File: src/rtl/dmm_cfg_pkg.sv
/*
  configuration constants for the auto-zero acquisition front end
  counter widths limit precharge and aperture to 2^24-1 clocks
*/
`default_nettype none

package dmm_cfg_pkg;

  ////////////////////////////////////////
  // switch and mux codes
  localparam int SW_PC_W = 2;                              // pre-charge switch code width
  localparam logic [SW_PC_W-1:0] SW_PC_BOOT   = 2'b00;     // signal protected, boot drives
  localparam logic [SW_PC_W-1:0] SW_PC_SIGNAL = 2'b10;     // signal passed to the az mux
  localparam int MUX_W = 4;                                // az mux select code

  ////////////////////////////////////////
  // counters
  localparam int TIMER_W = 24;    // phase and aperture down-counters
  localparam int COUNT_W = 24;    // ones count from the bitstream adc
  localparam int SEQ_W   = 8;     // result sequence number, wraps

  ////////////////////////////////////////
  // result fifo and credits
  localparam int FIFO_DEPTH  = 8;                          // power of two
  localparam int FIFO_PTR_W  = $clog2(FIFO_DEPTH);
  localparam int FIFO_FILL_W = $clog2(FIFO_DEPTH + 1);     // 0..FIFO_DEPTH
  localparam int OUT_CREDITS = 4;                          // credits held after reset
  localparam int CREDIT_W    = $clog2(OUT_CREDITS + 1);    // 0..OUT_CREDITS

endpackage

`default_nettype wire
File: src/rtl/dmm_data_pkg.sv
/*
  sample and result records shared by the acquisition datapath
  diff is hi minus lo, one bit wider than a count so it never overflows
*/
`default_nettype none

package dmm_data_pkg;

  // which az phase a sample belongs to
  typedef enum logic {
    PHASE_LO = 1'b0,    // zero reference
    PHASE_HI = 1'b1     // signal
  } phase_t;

  // one zero-corrected reading, 33 bits
  typedef struct packed {
    logic signed [dmm_cfg_pkg::COUNT_W:0] diff;    // hi count - lo count
    logic [dmm_cfg_pkg::SEQ_W-1:0]        seq;     // increments per result
  } az_result_t;

endpackage

`default_nettype wire

File: src/rtl/adc_meas_if.sv
/*
  trigger/valid handshake between sequencer, adc and combiner
  valid idles high; a low valid means the adc is busy with a trigger
*/
`timescale 1ns/1ns
`default_nettype none

interface adc_meas_if;
  import dmm_cfg_pkg::*;
  import dmm_data_pkg::*;

  logic               trig;          // sequencer requests a sample
  logic               valid;         // adc idle, count holds a result
  logic [COUNT_W-1:0] count;         // ones counted over the aperture
  phase_t             phase;         // tag of the current sample
  logic               done_pulse;    // one cycle, with the rise of valid

  modport seq  (output trig, output phase, input valid);
  modport adc  (input trig, output valid, output count, output done_pulse);
  modport sink (input count, input phase, input done_pulse);

endinterface

`default_nettype wire

File: src/rtl/dmm_acq_top.sv
/*
  auto-zero acquisition top level
  comp_i must already be synchronised to clk
  adc_trig_o mirrors the internal trigger for observation only
*/
`timescale 1ns/1ns
`default_nettype none

module dmm_acq_top (
  input  wire logic                              clk,
  input  wire logic                              reset_i,
  input  wire logic                              arm_i,
  input  wire logic                              comp_i,
  input  wire logic [dmm_cfg_pkg::TIMER_W-1:0]   precharge_cycles_i,
  input  wire logic [dmm_cfg_pkg::TIMER_W-1:0]   aperture_cycles_i,
  input  wire logic [dmm_cfg_pkg::MUX_W-1:0]     azmux_hi_val_i,
  input  wire logic [dmm_cfg_pkg::MUX_W-1:0]     azmux_lo_val_i,
  input  wire logic                              credit_i,
  output logic      [dmm_cfg_pkg::SW_PC_W-1:0]   sw_pc_ctl_o,
  output logic      [dmm_cfg_pkg::MUX_W-1:0]     azmux_o,
  output logic                                   adc_trig_o,
  output logic      [0:0]                        status_o,
  output logic                                   out_valid_o,
  output dmm_data_pkg::az_result_t               out_data_o
);
  import dmm_data_pkg::*;

  adc_meas_if  meas_if ();      // sequencer, adc and combiner share it
  logic        res_valid;
  az_result_t  res;

  assign adc_trig_o = meas_if.trig;

  sample_acquisition_az sample_acquisition_az_i (
    .clk                (clk),
    .reset_i            (reset_i),
    .arm_i              (arm_i),
    .precharge_cycles_i (precharge_cycles_i),
    .azmux_hi_val_i     (azmux_hi_val_i),
    .azmux_lo_val_i     (azmux_lo_val_i),
    .sw_pc_ctl_o        (sw_pc_ctl_o),
    .azmux_o            (azmux_o),
    .status_o           (status_o),
    .meas               (meas_if.seq)
  );

  bitstream_adc bitstream_adc_i (
    .clk               (clk),
    .reset_i           (reset_i),
    .comp_i            (comp_i),
    .aperture_cycles_i (aperture_cycles_i),
    .meas              (meas_if.adc)
  );

  az_combiner az_combiner_i (
    .clk         (clk),
    .reset_i     (reset_i),
    .meas        (meas_if.sink),
    .res_valid_o (res_valid),
    .res_o       (res)
  );

  result_credit_fifo result_credit_fifo_i (
    .clk         (clk),
    .reset_i     (reset_i),
    .in_valid_i  (res_valid),
    .in_data_i   (res),
    .credit_i    (credit_i),
    .out_valid_o (out_valid_o),
    .out_data_o  (out_data_o)
  );

endmodule

`default_nettype wire

File: src/rtl/result_credit_fifo.sv
/*
  result fifo, FIFO_DEPTH entries, pushes are dropped while full
  one entry presented per cycle while non-empty and credits remain
  each credit_i cycle returns one credit, capped at OUT_CREDITS
*/
`timescale 1ns/1ns
`default_nettype none

module result_credit_fifo (
  input  wire logic                      clk,
  input  wire logic                      reset_i,
  input  wire logic                      in_valid_i,
  input  wire dmm_data_pkg::az_result_t  in_data_i,
  input  wire logic                      credit_i,      // one credit per high cycle
  output logic                           out_valid_o,
  output dmm_data_pkg::az_result_t       out_data_o
);
  import dmm_cfg_pkg::*;
  import dmm_data_pkg::*;

  az_result_t             mem [FIFO_DEPTH];
  logic [FIFO_PTR_W-1:0]  wr_ptr;
  logic [FIFO_PTR_W-1:0]  rd_ptr;
  logic [FIFO_FILL_W-1:0] fill;
  logic [CREDIT_W-1:0]    credits;      // sends still allowed
  logic [CREDIT_W-1:0]    credits_nxt;
  logic                   push;
  logic                   pop;

  assign push = in_valid_i && (fill != FIFO_DEPTH);
  assign pop  = (fill != '0) && (credits != '0);

  ////////////////////////////////////////
  // credit count
  always_comb
  begin
    credits_nxt = credits;
    case ({pop, credit_i})
      2'b10: credits_nxt = credits - 1'b1;
      2'b01:
        if (credits != OUT_CREDITS)
          credits_nxt = credits + 1'b1;   // saturate, extra returns ignored
      default: credits_nxt = credits;     // none, or spend and return together
    endcase
  end

  always_ff @(posedge clk)
  begin
    if (reset_i)
    begin
      wr_ptr      <= '0;
      rd_ptr      <= '0;
      fill        <= '0;
      credits     <= CREDIT_W'(OUT_CREDITS);
      out_valid_o <= 1'b0;
    end
    else
    begin
      credits     <= credits_nxt;
      out_valid_o <= pop;
      if (push)
        wr_ptr <= wr_ptr + 1'b1;
      if (pop)
        rd_ptr <= rd_ptr + 1'b1;
      fill <= fill + push - pop;
    end
  end

  ////////////////////////////////////////
  // storage and output register
  always_ff @(posedge clk)
  begin
    if (push)
      mem[wr_ptr] <= in_data_i;
    if (pop)
      out_data_o <= mem[rd_ptr];   // held between presentations
  end

endmodule

`default_nettype wire

File: src/rtl/az_combiner.sv
/*
  pairs each hi count with the lo count after it, result is hi - lo
  a lo without a pending hi is dropped, a second hi replaces the first
*/
`timescale 1ns/1ns
`default_nettype none

module az_combiner (
  input  wire logic                      clk,
  input  wire logic                      reset_i,
  adc_meas_if.sink                       meas,
  output logic                           res_valid_o,    // one cycle per result
  output dmm_data_pkg::az_result_t       res_o
);
  import dmm_cfg_pkg::*;
  import dmm_data_pkg::*;

  logic [COUNT_W-1:0] hi_count;     // last hi sample
  logic               hi_pending;   // hi seen, waiting for its lo
  logic [SEQ_W-1:0]   seq_num;
  logic signed [COUNT_W:0] diff;

  // both counts are unsigned so zero-extend before subtracting
  assign diff = $signed({1'b0, hi_count}) - $signed({1'b0, meas.count});

  always_ff @(posedge clk)
  begin
    if (reset_i)
    begin
      hi_pending  <= 1'b0;
      seq_num     <= '0;
      res_valid_o <= 1'b0;
    end
    else
    begin
      res_valid_o <= 1'b0;
      if (meas.done_pulse)
      begin
        if (meas.phase == PHASE_HI)
        begin
          hi_count   <= meas.count;
          hi_pending <= 1'b1;
        end
        else if (hi_pending)           // lo closes the pair
        begin
          res_o.diff  <= diff;
          res_o.seq   <= seq_num;
          res_valid_o <= 1'b1;
          seq_num     <= seq_num + 1'b1;   // wraps
          hi_pending  <= 1'b0;
        end
      end
    end
  end

endmodule

`default_nettype wire

File: src/rtl/bitstream_adc.sv
/*
  bitstream adc: counts comp_i ones on the aperture_cycles_i edges after a trigger ack
  aperture_cycles_i must be at least 1 and stable while integrating
  count stays valid until the next trigger is acknowledged
*/
`timescale 1ns/1ns
`default_nettype none

module bitstream_adc (
  input  wire logic                             clk,
  input  wire logic                             reset_i,
  input  wire logic                             comp_i,              // synchronised comparator
  input  wire logic [dmm_cfg_pkg::TIMER_W-1:0]  aperture_cycles_i,
  adc_meas_if.adc                               meas
);
  import dmm_cfg_pkg::*;

  typedef enum logic [1:0] {
    A_IDLE,
    A_INTEG,
    A_PUBLISH
  } adc_state_t;

  adc_state_t         state;
  logic [TIMER_W-1:0] aperture_left;   // samples still to take
  logic [COUNT_W-1:0] ones_acc;        // running ones count

  always_ff @(posedge clk)
  begin
    if (reset_i)
    begin
      state           <= A_IDLE;
      meas.valid      <= 1'b1;         // idle reads as valid, nothing pending
      meas.done_pulse <= 1'b0;
    end
    else
    begin
      meas.done_pulse <= 1'b0;         // single cycle strobe

      case (state)
        A_IDLE:
          if (meas.trig)
          begin
            meas.valid    <= 1'b0;     // acknowledge edge
            aperture_left <= aperture_cycles_i;
            ones_acc      <= '0;
            state         <= A_INTEG;
          end

        A_INTEG:
        begin
          ones_acc      <= ones_acc + comp_i;
          aperture_left <= aperture_left - 1'b1;
          if (aperture_left <= 1)      // this edge takes the last sample
            state <= A_PUBLISH;
        end

        A_PUBLISH:
        begin
          meas.count      <= ones_acc;
          meas.valid      <= 1'b1;
          meas.done_pulse <= 1'b1;
          state           <= A_IDLE;
        end

        default:
          state <= A_IDLE;
      endcase
    end
  end

endmodule

`default_nettype wire

File: src/rtl/sample_acquisition_az.sv
/*
  auto-zero sequencer: pre-charge switch, az mux, then adc trigger, hi/lo alternating
  every wait lasts about precharge_cycles_i + 1 clocks from one shared down-counter
  rising arm_i restarts from boot, falling arm_i parks with switches held
*/
`timescale 1ns/1ns
`default_nettype none

module sample_acquisition_az (
  input  wire logic                              clk,
  input  wire logic                              reset_i,
  input  wire logic                              arm_i,                // level, edges used
  input  wire logic [dmm_cfg_pkg::TIMER_W-1:0]   precharge_cycles_i,
  input  wire logic [dmm_cfg_pkg::MUX_W-1:0]     azmux_hi_val_i,      // mux code for signal
  input  wire logic [dmm_cfg_pkg::MUX_W-1:0]     azmux_lo_val_i,      // mux code for zero
  output logic      [dmm_cfg_pkg::SW_PC_W-1:0]   sw_pc_ctl_o,
  output logic      [dmm_cfg_pkg::MUX_W-1:0]     azmux_o,
  output logic      [0:0]                        status_o,            // bit 0 last phase
  adc_meas_if.seq                                meas
);
  import dmm_cfg_pkg::*;
  import dmm_data_pkg::*;

  typedef enum logic [3:0] {
    S_START,
    S_PC_BOOT,       // protect signal before the first hi
    S_PC_WAIT,
    S_HI_MUX,        // az mux to hi, signal still behind the pc switch
    S_HI_WAIT,
    S_SIG,           // pc switch to signal
    S_SIG_WAIT,
    S_HI_ACK,        // trig high, wait for valid low
    S_HI_MEAS,       // wait for valid high
    S_LO_BOOT,       // pc switch back to boot
    S_LO_BOOT_WAIT,
    S_LO_MUX,        // az mux to lo
    S_LO_WAIT,
    S_LO_ACK,
    S_LO_MEAS,
    S_PARK
  } seq_state_t;

  seq_state_t         state;
  logic [TIMER_W-1:0] count_down;    // shared by every settle wait
  logic [1:0]         arm_edge;      // {old, new}

  always_ff @(posedge clk)
  begin
    if (reset_i)
    begin
      state       <= S_PARK;           // nothing runs until an arm edge
      count_down  <= '0;
      arm_edge    <= '0;
      meas.trig   <= 1'b0;
      meas.phase  <= PHASE_LO;
      sw_pc_ctl_o <= SW_PC_BOOT;
      azmux_o     <= azmux_lo_val_i;
      status_o    <= 1'b0;
    end
    else
    begin
      count_down <= count_down - 1'b1;    // free running, reloaded on entry to a wait

      case (state)
        S_START:
        begin
          meas.trig <= 1'b0;
          state     <= S_PC_BOOT;
        end

        ////////////////////////////////////////
        // initial protect
        S_PC_BOOT:
        begin
          sw_pc_ctl_o <= SW_PC_BOOT;
          count_down  <= precharge_cycles_i;
          state       <= S_PC_WAIT;
        end
        S_PC_WAIT:
          if (count_down == '0)
            state <= S_HI_MUX;

        ////////////////////////////////////////
        // hi sample
        S_HI_MUX:
        begin
          azmux_o    <= azmux_hi_val_i;
          count_down <= precharge_cycles_i;    // lets the mux charge injection settle
          state      <= S_HI_WAIT;
        end
        S_HI_WAIT:
          if (count_down == '0)
            state <= S_SIG;
        S_SIG:
        begin
          sw_pc_ctl_o <= SW_PC_SIGNAL;
          count_down  <= precharge_cycles_i;   // offset between sig and boot settles
          state       <= S_SIG_WAIT;
        end
        S_SIG_WAIT:
          if (count_down == '0)
          begin
            meas.trig  <= 1'b1;
            meas.phase <= PHASE_HI;
            state      <= S_HI_ACK;
          end
        S_HI_ACK:
          if (!meas.valid)             // adc took the trigger
          begin
            meas.trig <= 1'b0;
            state     <= S_HI_MEAS;
          end
        S_HI_MEAS:
          if (meas.valid)
          begin
            status_o <= PHASE_HI;      // set after the result so it can be read with it
            state    <= S_LO_BOOT;
          end

        ////////////////////////////////////////
        // lo sample
        S_LO_BOOT:
        begin
          sw_pc_ctl_o <= SW_PC_BOOT;
          count_down  <= precharge_cycles_i;   // kept symmetric with the hi side
          state       <= S_LO_BOOT_WAIT;
        end
        S_LO_BOOT_WAIT:
          if (count_down == '0)
            state <= S_LO_MUX;
        S_LO_MUX:
        begin
          azmux_o    <= azmux_lo_val_i;
          count_down <= precharge_cycles_i;
          state      <= S_LO_WAIT;
        end
        S_LO_WAIT:
          if (count_down == '0)
          begin
            meas.trig  <= 1'b1;
            meas.phase <= PHASE_LO;
            state      <= S_LO_ACK;
          end
        S_LO_ACK:
          if (!meas.valid)
          begin
            meas.trig <= 1'b0;
            state     <= S_LO_MEAS;
          end
        S_LO_MEAS:
          if (meas.valid)
          begin
            status_o <= PHASE_LO;
            state    <= S_HI_MUX;      // next pair, no extra boot phase
          end

        S_PARK:
          ;                            // switches and mux hold

        default:
          state <= S_PARK;
      endcase

      // arm edges override whatever state is running
      arm_edge <= {arm_edge[0], arm_i};
      if (arm_edge == 2'b01)
        state <= S_START;
      else if (arm_edge == 2'b10)
      begin
        state     <= S_PARK;
        meas.trig <= 1'b0;             // no trigger left pending while parked
      end
    end
  end

endmodule

`default_nettype wire

File: config.mk
export PLATFORM = sky130hd
export DESIGN_NAME = dmm_acq_top
export DESIGN_NICKNAME = d
export VERILOG_FILES = /design/src/rtl/dmm_cfg_pkg.sv /design/src/rtl/dmm_data_pkg.sv /design/src/rtl/adc_meas_if.sv /design/src/rtl/dmm_acq_top.sv /design/src/rtl/result_credit_fifo.sv /design/src/rtl/az_combiner.sv /design/src/rtl/bitstream_adc.sv /design/src/rtl/sample_acquisition_az.sv
export SDC_FILE = /design/constraint.sdc
export NUM_CORES = 1
export LEC_CHECK = 0
export BUFFER_PORTS_ARGS = -buffer_cell sky130_fd_sc_hd__buf_2
export CORE_AREA = 8 8 214 216
export DETAILED_ROUTE_END_ITERATION = 6
export DIE_AREA = 0 0 222 224
export PLACE_DENSITY = 0.75
export SYNTH_ARGS = -nofsm -noshare
export SYNTH_HDL_FRONTEND = slang
export SYNTH_HIERARCHICAL = 1
export SYNTH_SLANG_ARGS = --single-unit
File: constraint.sdc
create_clock -name clk -period 4.1 [get_ports clk]
set_clock_uncertainty 0.05 [all_clocks]
set_input_delay 0.615 -clock clk [delete_from_list [all_inputs] [get_ports clk]]
set_output_delay 0.615 -clock clk [all_outputs]
set_load 0.01 [all_outputs]
==> out/qor.yml <==
status:
  status: "complete, no violations"
setup_path:
  setup.worst_path.start_class: "flip-flop"
  slowest_stage: "a2111oi_0"
  worstReg2RegEnd: "az_combiner_i/res_o[29]"
  worstSetupEndpointType: "flip-flop"
  critPathLaunch: "bitstream_adc_i/meas.count[18]"
  r2r_cells: 8
  reg2reg_from: "bitstream_adc_i/meas.count[18]"
  critPathTopFamily: "compound AO/OA/AOI/OAI gates"
  worstSetupPathType: "reg -> reg"
  max_stage_delay_ns: 0.54
  path_depth: 8
  cp_common_cell: "a21oi_1"
  cp_cell_sequence: "inv_1, ha_1, a21oi_1, a21oi_1, o21ai_1, nor3_1, a2111oi_0, o311ai_1"
  critPathArrivalTime_ns: 2.88
  required_ns: 4.36
  cp_num_buf_inv: 1
  regToRegSetupSlack_ns: 1.47
  worstPathMaxFanout: 5
placed_design:
  portBuffers: 101
  routabilityCongestion: 0.779
  dp_hpwl_um: 24500
  place_area_um2: 22200
logic_synthesis:
  avgSynthCellArea_um2: 15.3
  synthTopCellsByArea: "edfxtp_1, mux4_2, dfxtp_1"
  async_reset_ff_share_pct: 0
  seq_area_frac_synth_pct: 67.4
  synth.top_cell.area_share_pct: 61.5
  synth-edff-count: 430
  syn_inst: 1370
  yosys_most_used_dff: "edfxtp_1"
  synth_nets: 1474
  synth.cell_area_um2: 21000
  yosys_warnings: 6
  synth_seq_cells: 492
  yosysTopAreaCell: "edfxtp_1"
  yosysUniqueCellTypes: 82
finish:
  final_common_cell: "edfxtp_1"
  drive_gt1_share_pct: 23.1
  area_growth_syn_to_layout_pct: 13.4
  n_antenna_cell: 0
  nets: 1596
  stdcell_area_um2: 23800
  mostFrequentLayoutCells: "edfxtp_1, nor2_1, buf_2, mux4_2, nand2_1"
  filler_cell_count: 3266
route:
  ant_nets: 0
  drc: 0
  wl_per_cell_um: 19.1
  post_drt_via_cell_ratio: 5.59
  vias: 11620
  dr.pass1.iters: 4
  drt_iter0_drc: 905
  postRouteWirelength_um: 39700
clock_tree:
  clockRootBuffer: "clkbuf_16"
  cts.hold.buffers_added: 0
  ctsResizeCount: 0
  clk_pin_slew_ns: 0.06
  post-cts-setup-buffer-count: 0
  clk_latency_ns: 0.59
  cts_sinks: 492
  numCtsBuffers: 49
  ctsHtreeMaxLevel: 2
  cts_max_path_buffers: 3
  cts_tree: "done"
power:
  p_comb_share_pct: 19.7
  intPower_uw: 9670
  pwr_density_cell_nw_per_um2: 556
  switching_share_pct: 26.9
  seqPwrFrac_pct: 46.8
  p_switching_uw: 3560
  vdd_drop_max_mv: 0.429
  leakage_uw: 0.00809
  clock_power_share_pct: 33.4
floorplan:
  die_w_um: 222
  floorplan.initialDensity_pct: 49.4
  die_h_um: 224
  die_area_um2: 49700
  pin_count: 103
  fp-row-count: 76
  core_um2: 42500
grt:
  grt_pass1_wl_um: 63300
  use_met3_pct: 2.83
  grt_start_max_net_pins: 56
  gr-total-overflow: 0
  antenna_found_initial: 0
  use_met2_pct: 27.1
  grt_use_total_pct: 15.7
  grt_pass1_vias: 12035
  grt.busiest_layer: "met2"
  use_met1_pct: 19.8
timing:
  worst_pin_slew_ns: 1.17
  rsz0062_at_grt: "no"
  layout_min_cycle_time_ns: 2.63
  finalHoldViolCount: 0
  max_freq_ghz: 0.381
  relSlewSlack_pct: 21.7
  setup_viol: 0
  finalCritPeriodShare_pct: 64.1
  setup_tns_ns: 0
  slew_violations: 0
hold_path:
  min_path_cells: 2
  min_to: "sample_acquisition_az_i/arm_edge[0]"
  min_path_type: "in -> reg"
  min_from: "arm_i"
run:
  cap_violations: 0
-- worst max path at each step --
stage	to	slack, ns
detailed placement	bitstream_adc_i/ones_acc[22]	1.28
global route	result_credit_fifo_i/fill[3]	1.29
CTS	az_combiner_i/res_o[30]	1.47
floorplan	result_credit_fifo_i/mem[4][0]	0.45
global placement	bitstream_adc_i/ones_acc[16]	1.41
finish	az_combiner_i/res_o[29]	1.47
-- metal layers --
metal / part of all wire, % / wire, µm
met1: 44 / 17300
met2: 50 / 19700
met3: 4.3 / 1690
met4: 2.4 / 939
met5: 0 / 0
-- layout make-up --
type	count	area, µm²	area share (%)
timing repair buffer	125	698	2.93
clock buffer	58	1260	5.29
multi-input combinational	773	6490	27.3
clock inverter	33	335	1.41
sequential	492	14200	59.4
inverter	51	191	0.804
tap	546	683	2.87
-- registers in the layout, indices dropped and copies added (netlist names), 2 cells and up --
| name | count |
|---|---|
| result_credit_fifo_i/mem | 264 |
| bitstream_adc_i/aperture_left | 24 |
| result_credit_fifo_i/rd_ptr | 3 |
| sample_acquisition_az_i/state | 4 |
| az_combiner_i/res_o | 33 |
| bitstream_adc_i/ones_acc | 24 |
| bitstream_adc_i/meas.count | 24 |
| result_credit_fifo_i/wr_ptr | 3 |
| result_credit_fifo_i/out_data_o | 33 |
| az_combiner_i/hi_count | 24 |
| bitstream_adc_i/state | 2 |
| result_credit_fifo_i/credits | 3 |
| sample_acquisition_az_i/arm_edge | 2 |
| result_credit_fifo_i/fill | 4 |
| az_combiner_i/seq_num | 8 |
| sample_acquisition_az_i/count_down | 24 |
| sample_acquisition_az_i/azmux_o | 4 |
-- worst register-to-register path, stage by stage (launching register included) --
cell and delay (ns):
edfxtp_1 0.34, inv_1 0.05, ha_1 0.36, a21oi_1 0.37
a21oi_1 0.13, o21ai_1 0.25, nor3_1 0.09, a2111oi_0 0.54
o311ai_1 0.18
-- Yosys cell counts, types with 12 or more instances --
cell / n
or3_1: 24
xnor2_1: 46
nor4_1: 13
clkbuf_1: 31
ha_1: 40
nor3_1: 24
nand3_1: 27
mux4_2: 66
dfxtp_1: 62
xor2_1: 33
mux2_2: 37
nor2_1: 112
nand2_1: 64
a211oi_1: 16
a21oi_1: 45
nor2b_1: 13
nand4_1: 14
edfxtp_1: 430
inv_1: 51
a21o_1: 12
o21ai_0: 32
-- metrics by stage --
step | utilization, % | setup slack (ns) | cells | hold WS (ns) | power (µW)
after global placement | 52.3 | 1.41 | 1987 | 0.383 | 8860
after global routing | 56.0 | 1.29 | 2078 | 0.207 | 13800
after detailed placement | 52.3 | 1.28 | 1987 | 0.383 | 8930
final | 56.0 | 1.47 | 2078 | 0.213 | 13200
after CTS | 56.0 | 1.47 | 2078 | 0.186 | 13400
after floorplan | - | 0.447 | 1370 | 0.376 | 8260
-- cells by family (layout without fill, tap and decap cells) --
kind of cell | Yosys count | in the layout | share of synthesized area [%]
fa+ha+maj | 43 | 43 | 2.67
compound gates | 186 | 186 | 6.24
buf+inv | 105 | 267 | 2.16
mux | 112 | 112 | 9.54
simple gates | 352 | 352 | 8.70
other cells | 1 | 1 | 0.0179
flops | 492 | 492 | 67.4
xor+xnor | 79 | 79 | 3.29
-- power groups by stage --
stage          Clock [µW]  Sequential, µW  Combinational (µW)
3_3_place_gp            0            6290                2570
5_1_grt              4700            6250                2860
4_1_cts              4530            6200                2640
6_report             4430            6200                2610
3_5_place_dp            0            6300                2620
2_1_floorplan           0            6240                2030
No activity file was read; power rests on OpenSTA's default activity.
